### config.mk
export PLATFORM = sky130hd
export DESIGN_NAME = cmd_parser
export DESIGN_NICKNAME = d
export VERILOG_FILES = /design/src/rtl/ecdsa_pkg.sv /design/src/rtl/cmd_parser.sv
export SDC_FILE = /design/constraint.sdc
export NUM_CORES = 1
export LEC_CHECK = 0
export ABC_AREA = 1
export BUFFER_PORTS_ARGS = -buffer_cell sky130_fd_sc_hd__buf_4
export CORE_AREA = 2 2 356 358
export CTS_CLUSTER_DIAMETER = 60
export DETAILED_ROUTE_END_ITERATION = 12
export DIE_AREA = 0 0 358 360
export HOLD_SLACK_MARGIN = 0.15
export PLACE_DENSITY = 0.46
export SYNTH_ARGS = -nofsm -noshare
export SYNTH_HDL_FRONTEND = slang
export SYNTH_SLANG_ARGS = --single-unit
### constraint.sdc
create_clock -name i_clk -period 51.1 [get_ports i_clk]
set_input_delay 10.22 -clock i_clk [delete_from_list [all_inputs] [get_ports i_clk]]
set_output_delay 10.22 -clock i_clk [all_outputs]
set_load 0.01 [all_outputs]
### src/rtl/ecdsa_pkg.sv
package ecdsa_pkg;

  // Stream and scalar geometry
  localparam int WORD_BITS        = 64;
  localparam int SCALAR_BITS      = 256;
  localparam int WORDS_PER_SCALAR = SCALAR_BITS / WORD_BITS;

  // secp256k1 group order
  localparam logic [SCALAR_BITS-1:0] CURVE_N =
    256'hFFFFFFFF_FFFFFFFF_FFFFFFFF_FFFFFFFE_BAAEDCE6_AF48A03B_BFD25E8C_D0364141;

  localparam logic [15:0] CMD_VERIFY_PREP = 16'h0101;
  localparam logic [15:0] RPL_VERIFY_PREP = 16'h0102;

  // Header, index, then s, r and z
  localparam int CMD_WORDS = 2 + 3 * WORDS_PER_SCALAR;
  // Header, index, then u1 and u2
  localparam int RPL_WORDS = 2 + 2 * WORDS_PER_SCALAR;

  typedef logic [SCALAR_BITS-1:0] scalar_t;

  typedef struct packed {
    logic [WORD_BITS-1:0] dat;
    logic                 sop;
    logic                 eop;
  } stream_beat_t;

  typedef struct packed {
    logic [15:0] cmd;
    logic [7:0]  flags;
    logic [39:0] pad;
  } hdr_t;

  typedef struct packed {
    logic [5:0] rsvd;
    logic       out_of_range_r;
    logic       out_of_range_s;
  } ver_flags_t;

  typedef struct packed {
    logic [WORD_BITS-1:0] index;
    scalar_t              s;
    scalar_t              r;
    scalar_t              z;
  } job_t;

endpackage

### src/rtl/cmd_parser.sv
`timescale 1ns/1ps

module cmd_parser (
  input  logic                    i_clk,
  input  logic                    i_rst,
  input  ecdsa_pkg::stream_beat_t i_cmd,
  input  logic                    i_cmd_val,
  output logic                    o_cmd_rdy,
  input  logic                    i_full,
  output logic                    o_push,
  output ecdsa_pkg::job_t         o_job
);

  typedef enum logic [1:0] {
    ST_HDR,
    ST_COLLECT,
    ST_SKIP
  } state_t;

  localparam int W = ecdsa_pkg::WORD_BITS;

  state_t           state;
  logic [3:0]       word_cnt;
  logic             accept;
  logic             last_word;
  ecdsa_pkg::hdr_t  hdr;

  // Stall the source while no slot is free for the next record
  assign o_cmd_rdy = ~i_full;
  assign accept    = i_cmd_val & o_cmd_rdy;
  assign hdr       = i_cmd.dat;
  // word_cnt counts the words after the header
  assign last_word = word_cnt == 4'(ecdsa_pkg::CMD_WORDS - 2);

  always_ff @(posedge i_clk) begin
    if (i_rst) begin
      state    <= ST_HDR;
      word_cnt <= '0;
      o_push   <= 1'b0;
    end else begin
      o_push <= 1'b0;
      if (accept) begin
        case (state)
          ST_HDR: begin
            word_cnt <= '0;
            if (!i_cmd.eop) begin
              state <= (hdr.cmd == ecdsa_pkg::CMD_VERIFY_PREP) ? ST_COLLECT : ST_SKIP;
            end
          end
          ST_COLLECT: begin
            word_cnt <= word_cnt + 4'd1;
            if (last_word) begin
              o_push <= 1'b1;
              state  <= i_cmd.eop ? ST_HDR : ST_SKIP;
            end else if (i_cmd.eop) begin
              // Short frame, drop it
              state <= ST_HDR;
            end
          end
          default: begin
            if (i_cmd.eop) begin
              state <= ST_HDR;
            end
          end
        endcase
      end
    end
  end

  // Scalars arrive least significant word first, so shift in from the top
  always_ff @(posedge i_clk) begin
    if (accept && state == ST_COLLECT) begin
      case (word_cnt) inside
        4'd0:          o_job.index <= i_cmd.dat;
        [4'd1:4'd4]:   o_job.s     <= {i_cmd.dat, o_job.s[ecdsa_pkg::SCALAR_BITS-1:W]};
        [4'd5:4'd8]:   o_job.r     <= {i_cmd.dat, o_job.r[ecdsa_pkg::SCALAR_BITS-1:W]};
        default:       o_job.z     <= {i_cmd.dat, o_job.z[ecdsa_pkg::SCALAR_BITS-1:W]};
      endcase
    end
  end

endmodule

==> results.tsv <==
stage	metric	value	unit
timing	fin_skew	50.5	ps
power_and_ir_drop	powerDensity	38.5	mW/mm2
grt	grt-ovfl-total	0	
timing	finalSetupTns	0	ps
timing	fin_crit_sh	40.6	%
synth	synth_top_area_share	97.8	%
worst_setup_path	worstSetupPathType	input pin to output pin	
drt	top_layer_used	met4	
drt	post_drt_wl_per_cell	21.8	um
drt	wl_met1	29600	um
worst_setup_path	cp-start-kind	input pin	
drt	drt-initial-drc-count	933	
clock_network	path_clk_slew	60	ps
clock_network	cts_tree	yes	
finish	area_growth	47.8	%
drt	routed_via_density	3.64	
floorplanning	pin_count	904	
floorplanning	num_rows	130	
drt	dr_wl_met2	40300	um
timing	hold_ws	417	ps
worst_setup_path	arrival	10510	ps
clock_network	cts.sinks	839	
synth	synth_area_leader_cell	edfxtp_1	
synth	yosysWarnings	0	
grt	grt_antenna_before_repair	5	
timing	hold_violations	0	
synth	yosysSeqAreaShare	98.4	%
power_and_ir_drop	power_leakage	13.7	nW
timing	drv_slew	0	
drt	routed_wl	80100	um
worst_setup_path	crit_family	buffers and inverters	
placed_design	numPortBuffers	902	
timing	tightest_slew	1080	ps
worst_setup_path	worstSetupEndpointType	output pin	
floorplanning	start_util	20.4	%
timing	clock.fmax	0.0482	GHz
clock_network	clock_path_buffers	3	
placed_design	place.gp.congestion	0.848	
worst_setup_path	crit_top_cell	buf_4	
worst_setup_path	worstPathRequired	40880	ps
synth	syn_nets	994	
floorplanning	dieArea	0.129	mm2
grt	grt_util_all_layers	11.8	%
grt	grt_pass1_wl	108000	um
finish	seqCellArea	0.0251	mm2
worst_setup_path	max_stage_delay	120	ps
clock_network	clkLatencyLatePin	680	ps
worst_setup_path	slowest_stage	buf_4	
worst_setup_path	worst-path-buf-inv	3	
min_path	hp-class	flop to flop	
outcome	status	finished clean	
timing	grt_setup_unrepaired	no	
worst_setup_path	crit_chain	buf_4 -> inv_2 -> buf_4	
clock_network	cts-root-buf	clkbuf_16	
power_and_ir_drop	vdd_ir_drop_max	0.0263	mV
synth	yosys-top-cells-area	edfxtp_1 98%, dfxtp_1 0.55%, nand2_1 0.34%	
grt	grt_pass1_vias	13870	
clock_network	cts-hold-fix-buffers	0	
synth	syn-cell-area	0.0255	mm2
finish	layout_commonest_cell	buf_4	
floorplanning	die_height	360	um
synth	synthCells	921	
timing	finalCriticalPeriod	20730	ps
job	drv_cap	0	
clock_network	cts_resized	0	
finish	final_nets	2006	
synth	post_synth.cell_area_avg	27.7	um2
floorplanning	core-area	0.125	mm2
drt	ant_nets	0	
clock_network	numCtsBuffers	96	
drt	wl_met3	8150	um
floorplanning	fp.dieW	358	um
synth	synth_seq_cells	839	
synth	synthDistinctLibCells	24	
clock_network	post_cts_buffers	0	
clock_network	htreeDepth	3	
finish	mostFrequentLayoutCells	914 x buf_4, 832 x edfxtp_1, 99 x clkbuf_16	
timing	relSlewSlack	28.0	%
finish	fillers	12347	
finish	final_layout_size_suffix_gt1_share	53.6	%
placed_design	dp_hpwl	58300	um
drt	vias	13361	
worst_setup_path	worstPathMaxFanout	2	
finish	multiInputGateArea	379	um2
drt	drc	0	
grt	grt_max_degree	126	
drt	dr.pass1.iters	5	
timing	setup_viol	0	
-- power breakdown --
group / switching (mW) / total [mW] / leakage [nW] / internal [mW]
registers: 0.0000483 / 0.748 / 7.53 / 0.748
logic: 0.00549 / 0.00935 / 4.61 / 0.00385
clock network: 0.284 / 0.697 / 1.59 / 0.414
total: 0.289 / 1.45 / 13.7 / 1.17
-- cells by family (layout without fill, tap and decap cells) --
family / after synthesis / in the layout / share of synthesized area (%)
flops: 839 / 839 / 98.4
simple gates: 53 / 53 / 0.945
buf+inv: 14 / 1108 / 0.235
compound gates: 10 / 10 / 0.250
fa+ha+maj: 3 / 3 / 0.147
xor+xnor: 2 / 2 / 0.0686
other cells: 0 / 2 / 0
-- worst register-to-register path, cell delays in order, from the launching register on --
cell	delay (ps)
dfxtp_1	340
inv_1	120
ha_1	260
inv_2	60
nand2_1	70
nand2_2	80
inv_2	80
nand2_1	60
o21ai_2	90
nand3_1	200
inv_8	530
buf_4	830
buf_4	850
-- state kept, by name, summed over array words and instances (netlist names) --
signal,cells
state,2
o_job,832
o_push,1
word_cnt,4
-- cell usage after synthesis --
| cell type | count |
|---|---|
| edfxtp_1 | 832 |
| and2_4 | 1 |
| nand2_2 | 2 |
| dfxtp_1 | 7 |
| o21ai_0 | 1 |
| nand4_1 | 1 |
| nand2_1 | 23 |
| nor3_2 | 1 |
| xor2_1 | 2 |
| ha_1 | 3 |
| a21oi_1 | 4 |
| a22oi_1 | 1 |
| nand3_1 | 3 |
| buf_6 | 1 |
| a21oi_2 | 2 |
| o21ai_1 | 1 |
| nor2_4 | 1 |
| nand3_2 | 1 |
| nor3_1 | 3 |
| o21ai_2 | 1 |
| nor2_2 | 1 |
| nor2_1 | 16 |
| inv_2 | 7 |
| inv_1 | 6 |
-- layout make-up --
| class | count | share of cell area [%] |
|---|---|---|
| Sequential cell | 839 | 66.5 |
| Multi-Input combinational cell | 68 | 1.00 |
| Inverter | 13 | 0.149 |
| Antenna cell | 2 | 0.0133 |
| Tap cell | 1650 | 5.47 |
| Clock inverter | 71 | 1.94 |
| Clock buffer | 109 | 6.66 |
| Timing Repair Buffer | 915 | 18.2 |
-- metrics by stage --
stage | area [um2] | utilization (%) | instances | power, mW | setup WS [ps]
after detailed placement | 34500 | 27.6 | 3485 | 0.772 | 30370
after CTS | 37800 | 30.2 | 3665 | 1.48 | 30370
after global placement | 34500 | 27.6 | 3485 | 0.772 | 30360
after floorplan | 25500 | - | 921 | 0.764 | 22130
after global routing | 37800 | 30.2 | 3665 | 1.50 | 30350
final | 37800 | 30.2 | 3667 | 1.45 | 30370
-- routing by layer --
metal  up-vias  GRT usage [%]
li1       5762              -
met1      6777           13.2
met2       701           20.3
met3       121           5.06
met4         0           3.39
met5         -              0
-- path summary, 6_finish.rpt --
path                                   from         end  slack (ps)  cells past startpoint
worst max-delay path                 i_full   o_cmd_rdy       30370                      3
worst min register to register   o_job[646]  o_job[582]         420                      0
worst max register to register  word_cnt[0]   o_job[14]       47080                     12
worst min-delay path             o_job[646]  o_job[582]         420                      0
(Power assumes the default switching activity.)
