`config.mk`:
```
export PLATFORM = sky130hd
export DESIGN_NAME = job_fifo
export DESIGN_NICKNAME = d
export VERILOG_FILES = /design/src/rtl/ecdsa_pkg.sv /design/src/rtl/job_fifo.sv
export SDC_FILE = /design/constraint.sdc
export NUM_CORES = 1
export LEC_CHECK = 0
export ABC_AREA = 1
export BUFFER_PORTS_ARGS = -buffer_cell sky130_fd_sc_hd__buf_2
export CAP_MARGIN = 20
export CORE_AREA = 4 4 657 659
export CTS_BUF_LIST = sky130_fd_sc_hd__clkbuf_16
export CTS_CLUSTER_SIZE = 30
export DETAILED_ROUTE_END_ITERATION = 8
export DIE_AREA = 0 0 661 663
export REMOVE_ABC_BUFFERS = 1
export SYNTH_ARGS = -nofsm -noshare
export SYNTH_HDL_FRONTEND = slang
export SYNTH_SLANG_ARGS = --single-unit
```
`constraint.sdc`:
```
create_clock -name i_clk -period 58 [get_ports i_clk]
set_input_delay 11.6 -clock i_clk [delete_from_list [all_inputs] [get_ports i_clk]]
set_output_delay 11.6 -clock i_clk [all_outputs]
set_load 0.03 [all_outputs]
```
`src/rtl/ecdsa_pkg.sv`:
```
package ecdsa_pkg;

  // Stream and scalar geometry
  localparam int WORD_BITS        = 64;
  localparam int SCALAR_BITS      = 256;
  localparam int WORDS_PER_SCALAR = SCALAR_BITS / WORD_BITS;

  // secp256k1 group order
  localparam logic [SCALAR_BITS-1:0] CURVE_N =
    256'hFFFFFFFF_FFFFFFFF_FFFFFFFF_FFFFFFFE_BAAEDCE6_AF48A03B_BFD25E8C_D0364141;

  localparam logic [15:0] CMD_VERIFY_PREP = 16'h0101;
  localparam logic [15:0] RPL_VERIFY_PREP = 16'h0102;

  // Header, index, then s, r and z
  localparam int CMD_WORDS = 2 + 3 * WORDS_PER_SCALAR;
  // Header, index, then u1 and u2
  localparam int RPL_WORDS = 2 + 2 * WORDS_PER_SCALAR;

  typedef logic [SCALAR_BITS-1:0] scalar_t;

  typedef struct packed {
    logic [WORD_BITS-1:0] dat;
    logic                 sop;
    logic                 eop;
  } stream_beat_t;

  typedef struct packed {
    logic [15:0] cmd;
    logic [7:0]  flags;
    logic [39:0] pad;
  } hdr_t;

  typedef struct packed {
    logic [5:0] rsvd;
    logic       out_of_range_r;
    logic       out_of_range_s;
  } ver_flags_t;

  typedef struct packed {
    logic [WORD_BITS-1:0] index;
    scalar_t              s;
    scalar_t              r;
    scalar_t              z;
  } job_t;

endpackage

```
`src/rtl/job_fifo.sv`:
```
`timescale 1ns/1ps

module job_fifo #(
  parameter int JOB_DEPTH = 2
) (
  input  logic            i_clk,
  input  logic            i_rst,
  input  logic            i_push,
  input  ecdsa_pkg::job_t i_job,
  output logic            o_full,
  output logic            o_ready,
  input  logic            i_pop,
  output ecdsa_pkg::job_t o_job
);

  localparam int PTR_W = $clog2(JOB_DEPTH);
  localparam int CNT_W = $clog2(JOB_DEPTH + 1);

  ecdsa_pkg::job_t  mem [JOB_DEPTH];
  logic [PTR_W-1:0] wr_ptr;
  logic [PTR_W-1:0] rd_ptr;
  logic [CNT_W-1:0] count;
  logic [CNT_W-1:0] count_nxt;

  // Pointers wrap at JOB_DEPTH, which need not be a power of two
  function automatic logic [PTR_W-1:0] ptr_inc(input logic [PTR_W-1:0] ptr);
    return (ptr == PTR_W'(JOB_DEPTH - 1)) ? '0 : ptr + 1'b1;
  endfunction

  always_comb begin
    count_nxt = count;
    if (i_push && !i_pop) begin
      count_nxt = count + 1'b1;
    end else if (!i_push && i_pop) begin
      count_nxt = count - 1'b1;
    end
  end

  always_ff @(posedge i_clk) begin
    if (i_rst) begin
      wr_ptr  <= '0;
      rd_ptr  <= '0;
      count   <= '0;
      o_full  <= 1'b0;
      o_ready <= 1'b0;
    end else begin
      if (i_push) wr_ptr <= ptr_inc(wr_ptr);
      if (i_pop)  rd_ptr <= ptr_inc(rd_ptr);
      count   <= count_nxt;
      o_full  <= count_nxt == CNT_W'(JOB_DEPTH);
      o_ready <= count_nxt != '0;
    end
  end

  always_ff @(posedge i_clk) begin
    if (i_push) begin
      mem[wr_ptr] <= i_job;
    end
  end

  assign o_job = mem[rd_ptr];

endmodule

```
==> impl_results.md, run 1 <==
- Status: finished with violations
- Failing checks: antenna violations
- Fmax achieved: 0.0559 GHz
- Number of global-route vias before repair: 35200
- Pwr per Cell Area: 37.0 nW/µm²
- Initial antenna violation count: 413
- Crit path required time: 46.40 ns
- Avg Cell Area, Syn: 23.7 µm²
- Worst R2R Path Depth: 7
- Worst Max-Slew Pin Slew: 1.08 ns
- First-pass GRT wire length: 411 mm
- Htree depth: 4
- TNS Setup: 0 ns
- Hold Buf Count CTS: 0
- CTS tree: built
- Synth Area in Adders: 0%
- Pre-CTS setup slack: 40.79 ns
- Number of synthesis warnings: 0
- Routed via count: 35000
- Drt total wl: 335 mm
- NumNets Final: 5286
- Hold Fails Final Rpt: 0
- Core Rows: 240
- P_leak: 30.7 nW
- Die X: 661 µm
- Worst setup EP type: output port
- EDFF count, synth: 1664
- PnR worst setup slack: 40.11 ns
- Sequential cell area: 50100 µm²
- Worst clock skew: 0.0780 ns
- Sequential share of power: 45.7%
- Clock root buffer: clkbuf_16
- GRT Total Usage: 14.7%
- Wire per inst: 32.3 µm
- Die area: 438000 µm²
- Fraction of synthesized cell area in xor and xnor cells: 0.0141%
- WHS Path Cells: 2
- Initial DRC Count: 2345
- Compound-Gate Fraction of Synth Area: 0%
- Worst Hold Class: register to register
- Ys async rst share: 0%
- DRC Markers: 0
- Core Region: 426000 µm²
- Largest family of logic cells by synthesized area: multiplexers
- Post-DR vias/cell: 3.38
- # resized after CTS: 0
- Die height: 663 µm
- Longest Clk Path Bufs: 4
- Post-synthesis mux area share: 18.0%
- WHS: 0.516 ns
- RSZ-0062 raised after global routing: no
- Net Sw Frac: 27.8%
- Final period demand of the worst path: 17.89 ns
- Yosys reg bits: 1671
- Multi-input logic area: 11300 µm²
- Post-DP HPWL: 286 mm
- Top FF cell, synth: edfxtp_1
- Layout cells sized above 1: 61.6%
- Int Pwr: 2.24 mW
- Largest net degree at the start of global routing: 127
- Synth top area share: 80.3%
- Number of library cell types mapped by synthesis: 14
- Switching power: 864 µW
- Crit-path max FO: 52
- Synth top area cells: edfxtp_1 80%, mux2_4 12%, mux2_2 6.4%
- Fill count: 45300
- Core Util, Final: 19.7%
- PortBufs: 1669
- Simple-Gate Fraction of Synth Area: 0.145%
- Slew Viols, Final: 0
- Worst setup SP type: register
- Max_slew headroom: 27.7%
- Clk pwr share: 39.2%
- Max-Cap Viols: 0
- Post-synthesis sequential area ratio: 80.5%
- Power share of the combinational group: 15.1%
- DRT Pass-1 Iters: 5
- Clock Latency Late Sink: 0.91 ns
- Mapped cell area: 62200 µm²
- Final cycle utilization of the critical path: 30.8%
- Crit path arrival time: 6.29 ns
- CTS sink cnt: 1671
- Largest area contributor in the netlist: edfxtp_1
- Max VDD drop: 27.8 µV
- Crit Path Class: register to output port
- Post-DRT Antenna Nets: 1
- Commonest cells post-synth: 1664 x edfxtp_1, 480 x mux2_4, 352 x mux2_2
- Area Overhead vs Synth: 34.9%
- Post CTS Setup Buffer Count: 0
- Most frequent cell after synthesis: edfxtp_1
- Clock slew at reported path FFs: 0.06 ns
- Final setup fails: 0
- Grt total ovfl: 0
- Post-synthesis cell count: 2628
- Initial Util: 14.6%
- Placer Congestion: 0.880
- Inserted Clock Buffers: 196
- I/O Pins: 1670
-- state kept, by name, indices dropped and copies added (netlist names), named ones only --
register,count
count,2
mem,1664
o_full,1
o_ready,1
rd_ptr,1
wr_ptr,1
-- power groups by stage --
stage                     Sequential, mW  Combinational, mW  Clock (mW)
final                               1.42              0.468        1.22
after global routing                1.42              0.495        1.31
after CTS                           1.42              0.477        1.26
after detailed placement            1.45              0.476           0
after global placement              1.44              0.472           0
after floorplan                     1.53              0.390           0
-- kinds of logic (layout without fill, tap and decap cells) --
kind of cell / count (synthesis) / after routing
other cells: 0 / 79
xor+xnor: 1 / 1
mux: 832 / 832
buf+inv: 102 / 2085
flops: 1671 / 1671
simple gates: 22 / 22
-- metrics by stage --
step | area, µm² | cells | power (mW)
after detailed placement | 77200 | 9935 | 1.92
final | 83900 | 10400 | 3.11
after global placement | 77200 | 9935 | 1.92
after global routing | 83800 | 10300 | 3.23
after CTS | 83600 | 10300 | 3.16
after floorplan | 61400 | 2535 | 1.92
-- final cells by class --
cell class / count / area share, %
Sequential cell: 1671 / 59.7
Multi-Input combinational cell: 855 / 13.4
Timing Repair Buffer: 1717 / 10.5
Tap cell: 5687 / 8.48
Clock buffer: 197 / 5.87
Clock inverter: 162 / 1.73
Antenna cell: 79 / 0.236
Inverter: 9 / 0.0492
-- routing by layer --
| metal | share of wire, % | GRT usage [%] |
|---|---|---|
| met5 | 0.14 | 0 |
| met4 | 3.5 | 3.97 |
| met3 | 12 | 7.61 |
| met2 | 47 | 24.2 |
| met1 | 37 | 16.4 |
-- worst paths after layout --
kind / startpoint / to / slack [ns]
worst max-delay path: register / o_job[314] / 40.11
worst min-delay path: rd_ptr / register / 0.52
worst max register to register: wr_ptr / mem[1][797] / 53.72
worst min register to register: rd_ptr / register / 0.52
-- worst max-delay path, stage by stage (launching register included) --
cell and delay (ns):
dfxtp_4 0.73, buf_4 0.82, buf_4 0.85, buf_4 0.63
buf_4 0.65, buf_4 0.84, mux2_2 0.42, buf_2 0.18
-- cells in the final DEF (no fill, tap or decap), drive strengths merged, types with 3 or more instances in the layout --
cell type / count
diode: 79
buf: 1717
bufinv: 16
clkinvlp: 12
edfxtp: 1664
nor2: 6
inv: 52
dfxtp: 7
nand2: 11
mux2: 832
nand3: 3
clkinv: 91
clkbuf: 197
(Power assumes the default switching activity.)
==> run 2, diff against run 1 <==
==> constraint.sdc (replaced) <==
create_clock -name i_clk -period 14.8 [get_ports i_clk]
set_input_delay 2.96 -clock i_clk [delete_from_list [all_inputs] [get_ports i_clk]]
set_output_delay 2.96 -clock i_clk [all_outputs]
set_load 0.03 [all_outputs]
==> run 2 against run 1 <==
  * The flow now finishes without violations
  * Final cell count decreased by 0.21%
  * Clock-buffer cell count increased by 2
  * Flip-flop and latch count is the same
  * Register-to-register slack got worse by 43 ns
  * Sequential share of layout area down 0.11 points
  * Worst hold slack worse by 0.0023 ns
  * First-iteration DRC count up 18%
  * Die area stayed put
  * Via count fell by 0.17%
  * Utilization about the same
  * Critical endpoint is now o_job[324]
==> impl_results.md, run 2 (synthesized netlist as in run 1, its figures left out) <==
- Hold Fails Final Rpt: 0
- DRC Markers: 0
- Inserted Clock Buffers: 197
- Number of cells in the finished layout apart from fillers: 10400
- I/O Pins: 1670
- Worst Max-Slew Pin Slew: 1.10 ns
- Htree depth: 4
- Worst path cell trace: buf_4 > buf_12 > buf_12 > mux2_2 > buf_2
- Post-DRT Antenna Nets: 0
- Final setup fails: 0
- NumNets Final: 5275
- Crit path required time: 11.84 ns
- Critical Path Most Common Cell: buf_12
- Die area: 438000 µm²
- Clock slew at reported path FFs: 0.06 ns
- # resized after CTS: 0
- Slew Viols, Final: 0
- CTS sink cnt: 1671
- Number of global-route vias before repair: 35000
- Longest Clk Path Bufs: 4
- Core Rows: 240
- Core Region: 426000 µm²
- Max-Cap Viols: 0
- Worst path top cell family by delay: buffers and inverters
- Crit path buffers/inverters: 4
- Hold Buf Count CTS: 0
- CP peak stage delay: 0.82 ns
- Clock root buffer: clkbuf_16
- Drt total wl: 333 mm
- Core Util, Final: 19.7%
- Max_slew headroom: 26.6%
- Largest net degree at the start of global routing: 146
- Post-DR vias/cell: 3.38
- Clock Latency Late Sink: 0.90 ns
- Initial antenna violation count: 363
- GRT Total Usage: 14.5%
- Routed via count: 35000
- Worst clock skew: 0.0363 ns
- Initial Util: 14.6%
- RSZ-0062 raised after global routing: no
- Max VDD drop: 117 µV
- Pre-CTS setup slack: 7.97 ns
- Pwr per Cell Area: 148 nW/µm²
- Fmax achieved: 0.134 GHz
- Placer Congestion: 0.935
- Fill count: 45300
- Worst setup EP type: output port
- Grt total ovfl: 0
- TNS Setup: 0 ns
- Layout cells sized above 1: 61.7%
- First-pass GRT wire length: 406 mm
- P_leak: 30.8 nW
- Post-DP HPWL: 281 mm
- Placed cells: 9926
- Die X: 661 µm
- Most common cell after layout, fill and taps aside: buf_2
- Slowest-stage cell, CP: dfxtp_4
- PortBufs: 1669
- Final cycle utilization of the critical path: 50.5%
- CTS tree: built
- Worst setup SP type: register
- Top Registers: mem (1664), count (2)
- Wire per inst: 32.1 µm
- Final period demand of the worst path: 7.47 ns
- Most frequent cells in the layout: 1669 x buf_2, 1664 x edfxtp_1, 480 x mux2_4
- Initial DRC Count: 2760
- Die height: 663 µm
- Crit Path Class: register to output port
- Area Overhead vs Synth: 35.1%
- DRT Pass-1 Iters: 5
- Post CTS Setup Buffer Count: 0
- Status: finished, final reports clean
- Top reg by flops: mem
- Max reg flops: 1664
- WHS: 0.514 ns
- PnR worst setup slack: 7.33 ns
- Crit-path max FO: 111
- Crit path arrival time: 4.51 ns
- Worst Hold Class: register to register
run 2: cell types whose count changed in the layout (fill, tap and decap cells not counted), moves of 4 or more:
cell | before | now
bufinv_16 | 16 | 26
buf_4 | 43 | 24
diode_2 | 79 | 72
clkinv_16 | 7 | 2
clkinv_1 | 44 | 28
buf_12 | 1 | 11
inv_1 | 36 | 40
run 2: worst reg2reg max path, stage by stage, from the launching register on:
cell	delay (ns)
dfxtp_1	0.40
nand2_1	0.17
inv_8	0.49
buf_4	0.64
buf_4	0.77
buf_4	1.06
run 2: where the power goes:
group          total, mW  internal, mW  switching (mW)
combinational       1.87         0.576            1.29
sequential          5.56          5.49          0.0664
clock               4.98          2.92            2.07
total               12.4          8.98            3.43
run 2: worst paths after layout:
| kind | start | depth (start not counted) | to | slack (ns) |
|---|---|---|---|---|
| hold / removal | rd_ptr | 2 | rd_ptr | 0.51 |
| hold reg to reg | rd_ptr | 2 | rd_ptr | 0.51 |
| setup reg to reg | wr_ptr | 5 | mem[1][444] | 10.84 |
| setup / recovery | register | 5 | o_job[324] | 7.33 |
run 2: cell type report:
class	instances	area (µm²)	share of cell area [%]
Clock buffer	199	4980	5.92
Multi-Input combinational cell	855	11300	13.4
Clock inverter	157	1600	1.90
Antenna cell	72	180	0.214
Timing Repair Buffer	1705	8780	10.4
Tap cell	5687	7120	8.46
Inverter	9	41.3	0.0491
Sequential cell	1671	50100	59.6
run 2: routing by layer:
layer  vias up  global-route usage, %  routed length (µm)
met5         -                      0                 423
met2      2148                   23.6              153000
met4        64                   4.28               12800
li1      14300                      -                   -
met1     17700                   16.2              123000
met3       844                   7.95               43800
run 2: per-stage QoR:
step,cell area [µm²],total power [mW]
detailed placement,77300,7.57
CTS,83900,12.6
finish,84100,12.4
global route,84000,12.9
global placement,77300,7.54
floorplan,61400,7.52
==> run 3, diff against run 2 <==
==> constraint.sdc (replaced) <==
create_clock -name i_clk -period 6.8 [get_ports i_clk]
set_input_delay 1.36 -clock i_clk [delete_from_list [all_inputs] [get_ports i_clk]]
set_output_delay 1.36 -clock i_clk [all_outputs]
set_load 0.03 [all_outputs]
==> run 3 against run 2 <==
  * Clock-buffer cell count decreased by 1
  * Wire length increased by 2.6%
  * Total power increased by 120%
  * Clock skew increased by 0.022 ns
  * Flip-flop and latch count unchanged
  * Register-to-register slack got worse by 6.6 ns
  * Clock power increased by 120%
  * Global-route usage increased by 0.38 points
  * Largest cell class unchanged
==> impl_results.md, run 3 (synthesized netlist as in run 1, its figures left out) <==
- Critical Path Most Common Cell: buf_12
- DRC Markers: 0
- Crit path arrival time: 3.32 ns
- CTS sink cnt: 1671
- Core Rows: 240
- Clk pwr share: 40.1%
- I/O Pins: 1670
- Core Util, Final: 19.8%
- First-pass GRT wire length: 416 mm
- Post-DRT Antenna Nets: 0
- Htree depth: 4
- Max_slew headroom: 13.1%
- Power share of the combinational group: 15.0%
- Area Overhead vs Synth: 35.7%
- Top Registers: mem (1664), count (2)
- Metal-1 WL: 131 mm
- Routed via count: 35600
- WL met3: 37.8 mm
- Pwr per Cell Area: 319 nW/µm²
- Met2 wire len: 159 mm
- Most frequent cells in the layout: 1669 x buf_2, 1664 x edfxtp_1, 480 x mux2_4
- Placer Congestion: 0.879
- Worst Hold Class: register to register
- Initial DRC Count: 2948
- WHS Path Cells: 2
- Grt total ovfl: 0
- Placed cell areas: 77600 µm²
- Final cycle utilization of the critical path: 68.9%
- # resized after CTS: 0
- Post CTS Setup Buffer Count: 0
- Inserted Clock Buffers: 195
- R2R Setup Slk: 4.28 ns
- Worst Max-Slew Pin Slew: 1.30 ns
- Clock Latency Late Sink: 0.90 ns
- Post-DR vias/cell: 3.42
- NumNets Final: 5299
- Worst path cell trace: buf_12 > buf_12 > mux2_2 > buf_2
- Max-Cap Viols: 0
- Int Pwr: 19.5 mW
- Longest Clk Path Bufs: 4
- Initial antenna violation count: 440
- CP peak stage delay: 0.72 ns
- Worst setup SP type: register
- Wire per inst: 32.8 µm
- Hold Fails Final Rpt: 0
- Hold Crit Start: rd_ptr
- PortBufs: 1669
- Status: finished, final reports clean
- Initial Util: 14.6%
- Post-DP HPWL: 289 mm
- RSZ-0062 raised after global routing: no
- Slowest-stage cell, CP: dfxtp_4
- Top reg by flops: mem
- Slew Viols, Final: 0
- Clock slew at reported path FFs: 0.06 ns
- DR top layer: met5
- Final period demand of the worst path: 4.68 ns
- Switching power: 7.45 mW
- Worst setup EP type: output port
- GRT Total Usage: 14.9%
- CTS tree: built
- Net Sw Frac: 27.6%
- Worst R2R Path Depth: 3
- Layout cells sized above 1: 62.2%
- Fmax achieved: 0.213 GHz
- Max reg flops: 1664
- R2r startpoint: wr_ptr
- Most common cell after layout, fill and taps aside: buf_2
- Worst Hold End: rd_ptr
- Sequential share of power: 44.9%
- Die area: 438000 µm²
- Final Cell Area: 84400 µm²
- Worst clock skew: 0.0586 ns
- Largest net degree at the start of global routing: 124
- Number of global-route vias before repair: 35300
- Max VDD drop: 215 µV
- Crit path required time: 5.44 ns
- DRT Pass-1 Iters: 5
- Crit-path max FO: 78
- Core Region: 426000 µm²
- Die X: 661 µm
- Drt total wl: 341 mm
- FF-to-FF End: mem[0][644]
- Crit Path Class: register to output port
- Placed cells: 9953
- Number of cells in the finished layout apart from fillers: 10400
- TNS Setup: 0 ns
- Die height: 663 µm
- Final setup fails: 0
- Hold Buf Count CTS: 0
- Clock root buffer: clkbuf_16
- P_leak: 30.9 nW
-- run 3: cell types whose count changed in the layout (fill, tap and decap cells not counted), sizes merged --
cell	previous run	this run
bufinv	26	25
clkbuf	199	198
clkinvlp	14	13
clkinv	66	83
buf	1705	1731
diode	72	102
inv	60	48
-- run 3: per-layer routing --
metal  global-route usage [%]  vias to the layer above
met5                        0                        -
met4                     4.40                       64
met3                     6.83                      998
met2                     24.7                     2218
met1                     17.1                    18000
li1                         -                    14400
-- run 3: power groups by stage --
stage | sequential, mW | clock (mW) | combinational [mW]
after detailed placement | 12.3 | 0 | 4.10
after global placement | 12.3 | 0 | 4.07
final | 12.1 | 10.8 | 4.05
after global routing | 12.1 | 11.6 | 4.25
after CTS | 12.1 | 11.2 | 4.11
after floorplan | 13.0 | 0 | 3.33
-- run 3: how the worst max path moves through the flow --
stage	slack, ns	cells after the start	to	from
after floorplan	-31.38	2	mem[0][0]	i_push
after global placement	2.95	4	o_job[111]	register
after detailed placement	2.94	4	o_job[111]	register
after CTS	1.95	4	o_job[111]	register
after global routing	2.01	4	o_job[290]	register
final	2.12	4	o_job[42]	register
-- run 3: cell type report --
cell class | count | area, µm²
Inverter | 9 | 41.3
Sequential cell | 1671 | 50100
Tap cell | 5687 | 7120
Timing Repair Buffer | 1731 | 9030
Multi-Input combinational cell | 855 | 11300
Clock buffer | 198 | 4950
Clock inverter | 160 | 1650
Antenna cell | 102 | 255
Fill cell | 45200 | 342000
-- run 3: critical path: cells and delay by family, from the launching register on --
kind     cells  cell delay, ns
mux          1            0.43
buf+inv      3            0.95
flops        1            0.72
-- run 3: per-stage QoR --
step / setup slack [ns] / total power [mW] / hold WS [ns]
2_1_floorplan: -31.38 / 16.4 / 0.480
3_3_place_gp: 2.95 / 16.4 / 0.506
3_5_place_dp: 2.94 / 16.4 / 0.513
4_1_cts: 1.95 / 27.4 / 0.521
5_1_grt: 2.01 / 28.0 / 0.557
6_report: 2.12 / 27.0 / 0.521
